## config.mk

```make
export PLATFORM = sky130hd
export DESIGN_NAME = ahb_response_mux
export DESIGN_NICKNAME = d
export VERILOG_FILES = /design/src/hw/ahb_matrix_pkg.sv /design/src/hw/ahb_response_mux.sv
export SDC_FILE = /design/constraint.sdc
export NUM_CORES = 1
export LEC_CHECK = 0
export BUFFER_PORTS_ARGS = -buffer_cell sky130_fd_sc_hd__clkbuf_2
export CAP_MARGIN = 20
export CORE_MARGIN = 4
export CORE_UTILIZATION = 29
export CTS_BUF_LIST = sky130_fd_sc_hd__clkbuf_8
export DETAILED_ROUTE_END_ITERATION = 10
export GPL_TIMING_DRIVEN = 0
export PLACE_DENSITY = 0.9
export SYNTH_ARGS = -nofsm -noshare
export SYNTH_HDL_FRONTEND = slang
export SYNTH_SLANG_ARGS = --single-unit
export TNS_END_PERCENT = 100
```

## constraint.sdc

```tcl
create_clock -name HCLK -period 1.4 [get_ports HCLK]
set_input_delay 0.21 -clock HCLK [delete_from_list [all_inputs] [get_ports HCLK]]
set_output_delay 0.21 -clock HCLK [all_outputs]
set_load 0.02 [all_outputs]
```

## src/hw/ahb_matrix_pkg.sv

```systemverilog
`default_nettype none

package ahb_matrix_pkg;

    // Bus widths
    localparam int ADDR_W = 32;
    localparam int DATA_W = 32;

    // HTRANS codes, upper bit set means an active transfer
    localparam logic [1:0] HTRANS_IDLE   = 2'b00;
    localparam logic [1:0] HTRANS_NONSEQ = 2'b10;

    // RAM depths in words
    localparam int BOOT_RAM_WORDS = 256;
    localparam int MAIN_RAM_WORDS = 1024;

    // Physical address bits 28..22
    localparam logic [6:0] BOOT_MATCH = 7'h7f; // 0x1fc00000
    localparam logic [6:0] GPIO_MATCH = 7'h7e; // 0x1f800000

    // GPIO register map, word offsets
    localparam logic [1:0] GPIO_REG_SWITCHES = 2'd0;
    localparam logic [1:0] GPIO_REG_BUTTONS  = 2'd1;
    localparam logic [1:0] GPIO_REG_LEDS     = 2'd2;

    // GPIO pin widths
    localparam int SWITCH_W = 18;
    localparam int BUTTON_W = 5;
    localparam int LED_W    = 16;

    // Boot RAM, main RAM, GPIO
    localparam int N_SLAVES = 3;

    // Two readings of the same address word
    typedef union packed {
        struct packed {
            logic [9:0]  region;
            logic [19:0] word;     // Word index
            logic [1:0]  byte_off;
        } mem;
        struct packed {
            logic [9:0]  region;
            logic [17:0] unused;
            logic [1:0]  reg_idx;  // Register index
            logic [1:0]  byte_off;
        } io;
    } ahb_addr_u;

endpackage

`default_nettype wire

```

## src/hw/ahb_response_mux.sv

```systemverilog
`timescale 1ns/1ns
`default_nettype none

module ahb_response_mux (
    input  logic                              HCLK,
    input  logic                              arst_n,
    input  logic                              sel_boot,
    input  logic                              sel_main,
    input  logic                              sel_gpio,
    input  logic                              sel_none,
    input  logic [1:0]                        HTRANS,
    input  logic [ahb_matrix_pkg::DATA_W-1:0] boot_rdata,
    input  logic [ahb_matrix_pkg::DATA_W-1:0] main_rdata,
    input  logic [ahb_matrix_pkg::DATA_W-1:0] gpio_rdata,
    input  logic                              boot_resp,
    input  logic                              main_resp,
    input  logic                              gpio_resp,
    output logic [ahb_matrix_pkg::DATA_W-1:0] HRDATA,
    output logic                              HRESP,
    output logic                              HREADY
);
    import ahb_matrix_pkg::*;

    logic                accept;
    logic [N_SLAVES-1:0] dp_sel;    // {gpio, main, boot}
    logic                err_first; // Default slave FSM, ERR1
    logic                err_last;  // ERR2
    logic                slave_resp;

    assign accept = HTRANS[1] & HREADY;

    always_ff @(posedge HCLK or negedge arst_n) begin
        if (!arst_n) begin
            dp_sel    <= '0;
            err_first <= 1'b0;
            err_last  <= 1'b0;
        end else if (HREADY) begin
            dp_sel    <= accept ? {sel_gpio, sel_main, sel_boot} : '0;
            err_first <= accept & sel_none;
            err_last  <= 1'b0;
        end else begin
            // Wait cycle of the error, second cycle follows
            err_first <= 1'b0;
            err_last  <= 1'b1;
        end
    end

    always_comb begin
        HRDATA     = '0;
        slave_resp = 1'b0;
        case (dp_sel)
            3'b001: begin
                HRDATA     = boot_rdata;
                slave_resp = boot_resp;
            end
            3'b010: begin
                HRDATA     = main_rdata;
                slave_resp = main_resp;
            end
            3'b100: begin
                HRDATA     = gpio_rdata;
                slave_resp = gpio_resp;
            end
            default: begin
                HRDATA     = '0; // Idle or error data phase
                slave_resp = 1'b0;
            end
        endcase
    end

    assign HREADY = ~err_first;
    assign HRESP  = err_first | err_last | slave_resp;

endmodule

`default_nettype wire

```

==> results.json <==
{
  "status": "finished, violations left",
  "violations": "negative setup slack",
  "r2r_cells": 4,
  "synth_cells": 132,
  "grtUsageMet3_pct": 6.49,
  "post-place-ws_ns": -0.220,
  "ant_nets": 0,
  "drc_errors": 0,
  "drtIter0Drc": 74,
  "seq_area_frac_synth_pct": 14.6,
  "nFillCells": 147,
  "htree_levels": 1,
  "portBuffers": 139,
  "syn-cell-area_sq_um": 856,
  "cp.arrival_ns": 1.56,
  "synth-edff-count": 0,
  "avgSynthCellArea_sq_um": 6.48,
  "vias": 1731,
  "cts_sinks": 5,
  "worst_slack_ns": -0.366,
  "diodes": 0,
  "critPathKind": "reg -> out",
  "worst_setup_path_start_kind": "register",
  "hold_slack_ns": 0.205,
  "grt-ovfl-total": 0,
  "die_height_microns": 62.3,
  "drtPass1Iterations": 4,
  "cts_tree": "done",
  "worst-slew-pin-transition_ns": 0.330,
  "timing.fmax_mhz": 566,
  "cts_root_buf": "clkbuf_8",
  "initial_core_util_pct": 30.8,
  "p_leak_nw": 1.20,
  "dp.cells": 302,
  "core-area_sq_um": 2780,
  "fin_nets": 402,
  "hold_class": "in -> reg",
  "fin_worst_skew_ns": 0.00205,
  "max_stage_delay_ns": 0.46,
  "maxCapViolations": 0,
  "synth.distinct_cells": 18,
  "grt_max_degree": 11,
  "period_needed_ns": 1.77,
  "dieWidth_microns": 62.3,
  "layout-drive-gt1-share_pct": 82.7,
  "gp_congestion": 0.813,
  "synth_seq_cells": 5,
  "wirelength_microns": 5420,
  "cp-end-kind": "output port",
  "grt_pass1_wl_microns": 8100,
  "synth_area_leaders": "a22oi_1 (28%), o21ai_1 (18%), dfrtp_1 (15%)",
  "slew_viol_final": 0,
  "antenna_found_initial": 0,
  "finish.instance_area_sq_um": 2450,
  "met1_usage_pct": 24.8,
  "viasPerCell": 5.33,
  "clk-insertion-delay-late_ns": 0.22,
  "dpl_cell_area_sq_um": 1700,
  "cts_buffer_depth": 2,
  "required_ns": 1.19,
  "post-route-period-util_pct": 126,
  "worst_path_max_delay_cell": "dfrtp_2",
  "ir_drop_v": 0.000671,
  "synthArstFlopShare_pct": 100,
  "dp_hpwl_microns": 3270,
  "powerDensity_nw_per_um2": 623,
  "hold_viol_final": 0,
  "synth_top_cell_by_area": "a22oi_1",
  "ys_top_cells_by_count": "nand2_1 (33), a22oi_1 (32), o21ai_1 (30)",
  "busiest_layer": "met2",
  "wire_per_inst_microns": 16.7,
  "grt_usage_pct": 24.8,
  "whs_path_depth": 2,
  "crit_path_cell_trace": "nor2b_4 > buf_4 > buf_8 > a22oi_2 > o21ai_2 > clkbuf_8",
  "synth_top_flop_cell": "dfrtp_1",
  "slew_headroom_pct": 78.0,
  "grt_use_met2_pct": 48.6,
  "synth_top_area_share_pct": 28.1,
  "floorplan.die_area_sq_um": 3880,
  "synth.most_common_cell": "nand2_1",
  "rsz0062_at_grt": "yes",
  "clk_pin_slew_worst_paths_ns": 0.04,
  "synth_nets": 239,
  "fp-row-count": 19,
  "grt_pass1_vias": 1789,
  "stdcell_count": 325,
  "io_pins": 141,
  "yosys_warnings": 0,
  "path_max_fanout": 5,
  "setup_violations": 33,
  "numCtsBuffers": 3,
  "area_growth_pct": 187
}
==> where the power goes <==
part           total, W  switching [W]  internal, W
logic           0.00109       0.000505     0.000587
registers      0.000172      0.0000162     0.000156
clock network  0.000263      0.0000748     0.000188
==> through the flow <==
step,TNS (ns),utilization (%),power [W]
after global routing,-12.74,88.2,0.00161
after detailed placement,-6.06,61.2,0.000888
final,-10.79,88.2,0.00153
after floorplan,0,-,0.000598
after global placement,-6.39,61.2,0.000878
after CTS,-9.63,84.8,0.00145
==> kinds of logic (layout without fill, tap and decap cells) <==
| family | after synthesis | count (layout) | share of synthesized area (%) |
|---|---|---|---|
| simple gates | 40 | 40 | 21.1 |
| flops | 5 | 5 | 14.6 |
| compound gates | 70 | 70 | 51.8 |
| buf+inv | 17 | 179 | 12.6 |
==> worst max-delay path: cells and delay by family (launching register included) <==
family | cells | cell delay [ns]
AO/OA/AOI/OAI | 2 | 0.29
AND/OR/NAND/NOR | 1 | 0.16
buffers and inverters | 3 | 0.44
flip-flops | 1 | 0.46
==> layer usage <==
| metal | vias to the layer above | wire length [microns] |
|---|---|---|
| met4 | 0 | 138 |
| met3 | 16 | 523 |
| met1 | 782 | 1790 |
| met5 | - | 0 |
| li1 | 826 | - |
| met2 | 107 | 2960 |
==> placed cells by master, fill, tap and decap left out <==
master / netlist / final
a311oi_2: 0 / 1
clkbuf_2: 0 / 109
buf_4: 4 / 20
a22oi_1: 32 / 1
and2_1: 1 / 1
a22oi_2: 0 / 31
nor2_1: 1 / 1
dfrtp_1: 5 / 3
inv_1: 2 / 3
nand2_1: 33 / 32
dfrtp_2: 0 / 2
nand2_2: 0 / 1
buf_12: 0 / 2
o21ai_1: 30 / 3
dlygate4sd3_1: 0 / 1
a22o_1: 2 / 2
a31oi_1: 1 / 1
and3b_1: 1 / 1
nor2b_4: 0 / 2
o21ai_2: 0 / 30
nor3b_4: 1 / 1
clkbuf_8: 0 / 33
buf_8: 0 / 4
bufbuf_16: 0 / 1
buf_6: 3 / 6
nor2b_1: 3 / 1
o21ai_0: 4 / 1
==> flip-flops by register name, summed over array words and instances (netlist names) <==
register,cells
dp_sel,3
err_first,1
err_last,1
==> final timing paths <==
check	start	endpoint	slack (ns)
max	dp_sel[2]	HRDATA[14]	-0.37
min	sel_boot	dp_sel[0]	0.21
max reg2reg	dp_sel[0]	dp_sel[0]	0.36
min reg2reg	err_first	err_last	0.52
max in group asynchronous	arst_n	dp_sel[1]	0.90
min in group asynchronous	arst_n	err_first	0.34
==> area by class of cell <==
type	count	area (sq um)	share of cell area, %
plain buffers	14	168	6.84
clock buffers	3	41.3	1.68
clock inverters	1	3.75	0.153
inverters	2	7.51	0.306
multi-input cells	110	915	37.3
flip-flops and latches	5	128	5.20
well taps	31	38.8	1.58
repair buffers	159	1150	46.9
==> what timing repair did <==
action,4_1_cts,5_1_grt
endpoints found under the hold margin,5,0
hold buffers,1,0
gates cloned,1,1
pin swaps,26,7
resized for setup,117,13
endpoints found under the setup margin,33,33
buffers inserted,11,6
No activity file was read; power rests on OpenSTA's default activity.
