**src/hw/ahb_matrix_pkg.sv**
```systemverilog
`default_nettype none

package ahb_matrix_pkg;

    // Bus widths
    localparam int ADDR_W = 32;
    localparam int DATA_W = 32;

    // HTRANS codes, upper bit set means an active transfer
    localparam logic [1:0] HTRANS_IDLE   = 2'b00;
    localparam logic [1:0] HTRANS_NONSEQ = 2'b10;

    // RAM depths in words
    localparam int BOOT_RAM_WORDS = 256;
    localparam int MAIN_RAM_WORDS = 1024;

    // Physical address bits 28..22
    localparam logic [6:0] BOOT_MATCH = 7'h7f; // 0x1fc00000
    localparam logic [6:0] GPIO_MATCH = 7'h7e; // 0x1f800000

    // GPIO register map, word offsets
    localparam logic [1:0] GPIO_REG_SWITCHES = 2'd0;
    localparam logic [1:0] GPIO_REG_BUTTONS  = 2'd1;
    localparam logic [1:0] GPIO_REG_LEDS     = 2'd2;

    // GPIO pin widths
    localparam int SWITCH_W = 18;
    localparam int BUTTON_W = 5;
    localparam int LED_W    = 16;

    // Boot RAM, main RAM, GPIO
    localparam int N_SLAVES = 3;

    // Two readings of the same address word
    typedef union packed {
        struct packed {
            logic [9:0]  region;
            logic [19:0] word;     // Word index
            logic [1:0]  byte_off;
        } mem;
        struct packed {
            logic [9:0]  region;
            logic [17:0] unused;
            logic [1:0]  reg_idx;  // Register index
            logic [1:0]  byte_off;
        } io;
    } ahb_addr_u;

endpackage

`default_nettype wire

```
**src/hw/ahb_gpio_slave.sv**
```systemverilog
`timescale 1ns/1ns
`default_nettype none

module ahb_gpio_slave (
    input  logic                                HCLK,
    input  logic                                arst_n,
    input  logic                                sel,
    input  logic                                hready_in,
    input  logic [ahb_matrix_pkg::ADDR_W-1:0]   HADDR,
    input  logic [1:0]                          HTRANS,
    input  logic                                HWRITE,
    input  logic [ahb_matrix_pkg::DATA_W-1:0]   HWDATA,
    input  logic [ahb_matrix_pkg::SWITCH_W-1:0] switches,
    input  logic [ahb_matrix_pkg::BUTTON_W-1:0] buttons,
    output logic [ahb_matrix_pkg::DATA_W-1:0]   rdata,
    output logic                                resp,
    output logic [ahb_matrix_pkg::LED_W-1:0]    leds
);
    import ahb_matrix_pkg::*;

    ahb_addr_u  addr;
    logic       accept;
    logic       dp_we;
    logic [1:0] dp_reg;

    assign addr   = HADDR;
    assign accept = sel & HTRANS[1] & hready_in;

    always_ff @(posedge HCLK or negedge arst_n) begin
        if (!arst_n) begin
            dp_we <= 1'b0;
        end else if (hready_in) begin
            dp_we <= accept & HWRITE;
        end
    end

    // Register index of the current data phase
    always_ff @(posedge HCLK) begin
        if (accept) begin
            dp_reg <= addr.io.reg_idx;
        end
    end

    // LED register, only word 2 is writable
    always_ff @(posedge HCLK or negedge arst_n) begin
        if (!arst_n) begin
            leds <= '0;
        end else if (dp_we && hready_in && dp_reg == GPIO_REG_LEDS) begin
            leds <= HWDATA[LED_W-1:0];
        end
    end

    // Pins are sampled live during the data phase
    always_comb begin
        rdata = '0;
        case (dp_reg)
            GPIO_REG_SWITCHES: rdata[SWITCH_W-1:0] = switches;
            GPIO_REG_BUTTONS:  rdata[BUTTON_W-1:0] = buttons;
            GPIO_REG_LEDS:     rdata[LED_W-1:0]    = leds;
            default:           rdata = '0;          // Register 3 reads zero
        endcase
    end

    assign resp = 1'b0;

endmodule

`default_nettype wire

```
**config.mk**
```make
export PLATFORM = sky130hd
export DESIGN_NAME = ahb_gpio_slave
export DESIGN_NICKNAME = d
export VERILOG_FILES = /design/src/hw/ahb_matrix_pkg.sv /design/src/hw/ahb_gpio_slave.sv
export SDC_FILE = /design/constraint.sdc
export NUM_CORES = 1
export LEC_CHECK = 0
export BUFFER_PORTS_ARGS = -buffer_cell sky130_fd_sc_hd__buf_4
export CAP_MARGIN = 15
export CORE_MARGIN = 5
export CORE_UTILIZATION = 35
export DETAILED_ROUTE_END_ITERATION = 8
export GPL_TIMING_DRIVEN = 0
export PLACE_DENSITY = 0.86
export SYNTH_ARGS = -nofsm -noshare
export SYNTH_HDL_FRONTEND = slang
export SYNTH_SLANG_ARGS = --single-unit
```
**constraint.sdc**
```tcl
create_clock -name HCLK -period 2.2 [get_ports HCLK]
set_clock_uncertainty 0.2 [all_clocks]
set_input_delay 0.22 -clock HCLK [delete_from_list [all_inputs] [get_ports HCLK]]
set_output_delay 0.22 -clock HCLK [all_outputs]
set_load 0.02 [all_outputs]
```
==> results of run 1 <==
## cell families (layout without fill, tap and decap cells)
group | count (synthesis) | in the layout | share of synthesized area [%]
buffers and inverters | 21 | 126 | 13.3
flip-flops | 19 | 19 | 41.5
other | 1 | 15 | 0.321
multiplexers | 32 | 32 | 32.3
AND/OR/NAND/NOR | 17 | 17 | 8.45
AO/OA/AOI/OAI | 6 | 6 | 4.17
## per-layer routing
metal | up-vias | GRT usage [%]
met3 | 2 | 6.08
li1 | 543 | -
met5 | - | 0
met2 | 55 | 29.0
met4 | 0 | 0.744
met1 | 529 | 16.0
## worst paths after layout
kind / to / cells after the start / slack [ps] / start
max: rdata[1] / 4 / 160 / dp_reg[1]
max in group asynchronous: leds[13] / 2 / 1480 / arst_n
min in group asynchronous: dp_we / 2 / 120 / arst_n
max reg2reg: leds[3] / 3 / 730 / dp_reg[0]
min: dp_reg[1] / 2 / 110 / HTRANS[1]
min reg2reg: leds[10] / 1 / 350 / leds[10]
## per-stage QoR
stage	setup WS (ps)	util, %	cells	cell area (um2)
finish	164	64.5	261	2120
global route	44.1	64.5	261	2120
CTS	164	64.5	261	2120
detailed placement	504	57.3	236	1880
global placement	510	57.3	236	1880
floorplan	488	-	110	1220
## worst max-delay path, delay by kind of cell, from the launching register on
kind,cells,cell delay [ps]
compound gates,1,170
flops,1,440
simple gates,1,320
buf+inv,2,390
## cell type report
type                            instances  area share [%]
Timing Repair Buffer                  101            38.3
Multi-Input combinational cell         70            27.5
Sequential cell                        19            22.9
Buffer                                 20            7.15
Tap cell                               46            2.72
Clock buffer                            4            1.24
Inverter                                1           0.177
## placed cells by master, fill, tap and decap left out
| master | netlist | final |
|---|---|---|
| nor2_1 | 11 | 11 |
| mux2_4 | 10 | 10 |
| dlygate4sd3_1 | 0 | 21 |
| buf_6 | 2 | 2 |
| inv_1 | 1 | 1 |
| buf_4 | 16 | 96 |
| and3_1 | 1 | 1 |
| mux2i_1 | 16 | 16 |
| conb_1 | 1 | 15 |
| clkbuf_1 | 0 | 1 |
| nor3b_1 | 2 | 2 |
| nand4b_4 | 1 | 1 |
| edfxtp_1 | 2 | 2 |
| o21ai_0 | 1 | 1 |
| o2bb2ai_1 | 5 | 5 |
| mux2_2 | 6 | 6 |
| buf_2 | 1 | 1 |
| dfrtp_1 | 17 | 17 |
| nand4_1 | 1 | 1 |
| nor2b_1 | 1 | 1 |
| clkbuf_4 | 0 | 3 |
| buf_1 | 1 | 1 |
## where the power goes
group | switching [W] | internal, W | leakage [nW]
logic | 0.000273 | 0.000323 | 0.923
registers | 0.0000580 | 0.000426 | 0.236
clock network | 0.000103 | 0.0000705 | 0.0150
total | 0.000434 | 0.000820 | 1.17
## repair_timing
item                                   CTS  global route
setup endpoints to repair                0             0
setup buffers                            0             0
endpoints found under the hold margin   36             0
hold buffers                            21             0
==> run metrics, run 1 <==
number of global-route vias before repair 1,130; cell taking the most area after synthesis dfrtp_1; FF+latch area around 490 um2; Hold Slack around 110 ps; die area approximately 0.0046 mm2; Area contributors post-synth dfrtp_1 (36%), mux2i_1 (14%), mux2_4 (13%); CP most frequent cell buf_4; synth warn 0; multi-input logic area around 580 um2; P_leak about 1.2 nW; crit path kind flop to primary output; Post-Syn Instances 96; area grow syn2layout 81.0%; worst-skew pair later-pin latency ~290 ps; Cell Pwr Density about 590 mW/mm2; clock root buffer clkbuf_4; Global Route Usage Sum 15.0%; global placement routability congestion between 0.7 and 0.8; DRT met1 WL about 1300 um; Worst Path Arrival roughly 1600 ps; antenna violations before repair 0; Avg Synthesized Cell Area 12.2 um2; first drt pass iteration count 2; Worst path slowest cell edfxtp_1; startpoint type of the worst setup path flop; sequential area share after synthesis between 40 and 50%; initial DRC count 12; GRT overflow 0; Seq cells post-synth 19; routed length per instance around 13 um; ANT cells 0; first-pass GRT wire length 5220 um; status finished, final reports clean; RSZ-0062 raised after global routing no; ratio of cells with drive above 1 in the final layout 55.3%; CP Cell Sequence buf_4, nor2b_1, o2bb2ai_1, buf_4; Layout Nets 310; clock buffer depth 2; Slowest Stage Delay on Critical Path 440 ps; slew margin rel. 65.9%; hpwl dp around 2500 um; WP data required about 1800 ps; Initial Util a little over a third; setup tns final 0 ps; total wire length 3520 um; Core Box Area about 0.0033 mm2; met2 WL approximately 1800 um; final setup fails 0; Clk pin slew, worst setup/hold paths 100 ps; post-CTS resize count 0; chip height 67.8 um; fill count between 200 and 300; post-route minimum period between 2000 and 2500 ps; total power between 0.001 and 0.0015 W; peak supply drop 411 uV; TritonCTS clock tree done; count leader, synth dfrtp_1; Via-to-Cell Ratio about 4.3; vias after detailed routing about 1,100; Hold/Removal Path Class input pin to flop; htree depth 1; Final Max Tran Viols 0; Yosys cell types 19; Max-Cap Viols 0; Fin. Hold Viols 0; Synth top cells by count dfrtp_1 (17), buf_4 (16), mux2i_1 (16); largest net degree at the start of global routing 18; crit-path max FO 10; max reg flops 16; number of buffers created by CTS 3; Synth top area share 36.4%; DRT antenna net count 0; Highest Signal Layer met4; Site Rows 21; top_reg_cell synth dfrtp_1; drt drc 0; Max Fclk 0.491 GHz; IO Count around 140; Worst-Margin Slew between 500 and 600 ps; critical path capture point type primary output; EDFF count, synth 2; met3 wire length about 400 um; synthesized area 0.00117 mm2; clock tree sinks 19; port bufs 80; chip width roughly 68 um; Synth async-reset ratio around 90%; Final period util between 90% and 100%
Power figures use the tool's default switching activity.
==> run 2, diff against run 1 <==
--- a/config.mk
+++ b/config.mk
@@ -5,13 +5,14 @@
 export SDC_FILE = /design/constraint.sdc
 export NUM_CORES = 1
 export LEC_CHECK = 0
+export ABC_AREA = 1
 export BUFFER_PORTS_ARGS = -buffer_cell sky130_fd_sc_hd__buf_4
 export CAP_MARGIN = 15
 export CORE_MARGIN = 5
-export CORE_UTILIZATION = 35
+export CORE_UTILIZATION = 34
 export DETAILED_ROUTE_END_ITERATION = 8
 export GPL_TIMING_DRIVEN = 0
-export PLACE_DENSITY = 0.86
+export PLACE_DENSITY = 0.85
 export SYNTH_ARGS = -nofsm -noshare
 export SYNTH_HDL_FRONTEND = slang
 export SYNTH_SLANG_ARGS = --single-unit
==> run metrics, run 2 <==
Min-Delay Path Depth 2; Global Route Usage Sum about 17%; Site Rows 20; post-route minimum period around 2000 ps; total wire length ~3800 um; drt drc 0; Max Fclk between 0.4 and 0.5 GHz; multi-input logic area roughly 520 um2; max reg flops 16; Compound-Gate Fraction of Synth Area 0.447%; startpoint type of the worst setup path flop; RSZ-0062 raised after global routing no; count leader, synth nand2_1; Post-Syn Instances about 160; area grow syn2layout 85.0%; Clk pin slew, worst setup/hold paths 100 ps; WP data required 1780 ps; Seq cells post-synth 19; chip width just under 70 um; first-pass GRT wire length slightly below 6000 um; EDFF count, synth 2; top_reg_cell synth dfrtp_1; largest net degree at the start of global routing 18; cell taking the most area after synthesis dfrtp_1; Final period util 92.5%; mux cell area share after synthesis 0%; most frequent cells in the layout buf_4 (95), nand2_1 (81), nand3_1 (21), dlygate4sd3_1 (21), dfrtp_1 (17); synthesized area ~0.0011 mm2; Worst Path Arrival 1620 ps; Hold EP dp_reg[0]; Avg Synthesized Cell Area 7.04 um2; global placement routability congestion about 0.79; Area contributors post-synth dfrtp_1 (38%), nand2_1 (27%), buf_4 (10%); worst r2r dst leds[4]; first drt pass iteration count 4; number of global-route vias before repair roughly 1,300; Synth top cells by count nand2_1 (81), nand3_1 (21), dfrtp_1 (17); largest family of logic cells by synthesized area simple AND/OR/NAND/NOR gates; ratio of cells with drive above 1 in the final layout about two fifths; GRT overflow 0; Initial Util approximately 36%; commonest non-fill, non-tap cell in the layout buf_4; chip height a little under 70 um; Max-Cap Viols 0; r2r startpoint dp_reg[0]; clock buffer depth 2; hpwl dp 2760 um; crit path from dp_reg[0]; final setup fails 0; crit-path max FO 10; IO Count approximately 140; Core Util, Final 66.8%; critical path capture point type primary output; Synth Area in Simple Gates 40.8%; synth warn 0; FF+latch area approximately 490 um2; DRT antenna net count 0; sequential area share after synthesis 43.4%; Hold/Removal Path Class input pin to flop; Synth async-reset ratio about nine tenths; die area around 0.0045 mm2; worst-skew pair later-pin latency roughly 280 ps; P_leak around 1.2 nW; R2R depth 5; Layout Nets approximately 370; Cell Pwr Density 571 mW/mm2; Fin. Hold Viols 0; Via-to-Cell Ratio approximately 4.2; Synth Area in XOR/XNOR 0%; antenna violations before repair 0; port bufs 80; Post-Synth Adder-Cell Area 0%; initial DRC count 41; vias after detailed routing between 1,000 and 1,500; crit path kind flop to primary output; ANT cells 0; setup tns final 0 ps; status finished, final reports clean; Synth top area share roughly 38%; number of buffers created by CTS 3; htree depth 1; TritonCTS clock tree done; pre-CTS setup slack around 380 ps; clock root buffer clkbuf_4; Core Box Area 0.00310 mm2; Yosys cell types 16; clock tree sinks 19; fill count between 200 and 300; Final Max Tran Viols 0; routed length per instance around 12 um; worst reg-to-reg setup slack between 700 and 800 ps; Worst Min Path Start HTRANS[1]; final worst slack between 150 and 200 ps; post-CTS setup buffers 0; peak supply drop 361 uV
run 2: cell types whose count changed after synthesis, sizes merged, moves of 2 or more:
| cell | before | now |
|---|---|---|
| inv | 1 | 7 |
| mux2 | 16 | 0 |
| mux2i | 16 | 0 |
| nor2 | 11 | 5 |
| o2bb2ai | 5 | 0 |
| nand2 | 0 | 82 |
| nand3 | 0 | 21 |
| nor3b | 2 | 0 |
run 2: per-layer routing:
| layer | global-route usage, % | wire, um |
|---|---|---|
| met4 | 4.56 | 16 |
| met1 | 19.6 | 1440 |
| met3 | 3.33 | 367 |
| met5 | 0 | 0 |
| met2 | 31.9 | 2010 |
run 2: layout make-up:
class,instances,share of cell area [%]
inverter,7,1.27
clock buffer,4,1.27
tap,44,2.66
buffer,21,7.00
multi-input combinational,126,25.2
sequential,19,23.4
timing repair buffer,101,39.1
run 2: worst max-delay path by stage:
stage / to / slack (ps) / cells after the start
2_1_floorplan: rdata[10] / 670 / 4
3_3_place_gp: rdata[10] / 430 / 5
3_5_place_dp: rdata[5] / 380 / 5
4_1_cts: rdata[5] / 50 / 5
5_1_grt: rdata[6] / 40 / 5
6_report: rdata[6] / 160 / 5
run 2: timing repair:
action                                  CTS  global route
resized for setup                         0             2
endpoints found under the setup margin    0            10
hold endpoints to repair                 36             0
hold buffers                             21             0
run 2: report_power, final:
group,internal (W),switching [W],leakage [nW]
logic,0.000251,0.000277,0.962
registers,0.000424,0.0000593,0.239
clock network,0.0000704,0.000101,0.0150
run 2: through the flow:
stage          power [W]  hold WS [ps]  cell area [um2]  cells
2_1_floorplan   0.000739          -276             1170    173
3_3_place_gp    0.000975          -106             1830    297
3_5_place_dp    0.000986          -103             1830    297
4_1_cts          0.00119           109             2060    322
5_1_grt          0.00125           112             2070    322
6_report         0.00118           118             2070    322
run 2: worst max-delay path: stages (launching register included):
cell and delay [ps]:
edfxtp_1 490, nor2_4 250, clkbuf_4 270, nand2_1 80
nand2_1 90, buf_4 150
run 2: kinds of logic (layout without fill, tap and decap cells):
kind of cell           after synthesis  after routing
flip-flops                          19             19
AO/OA/AOI/OAI                        1              1
buffers and inverters               28            133
other                                1             15
AND/OR/NAND/NOR                    110            110
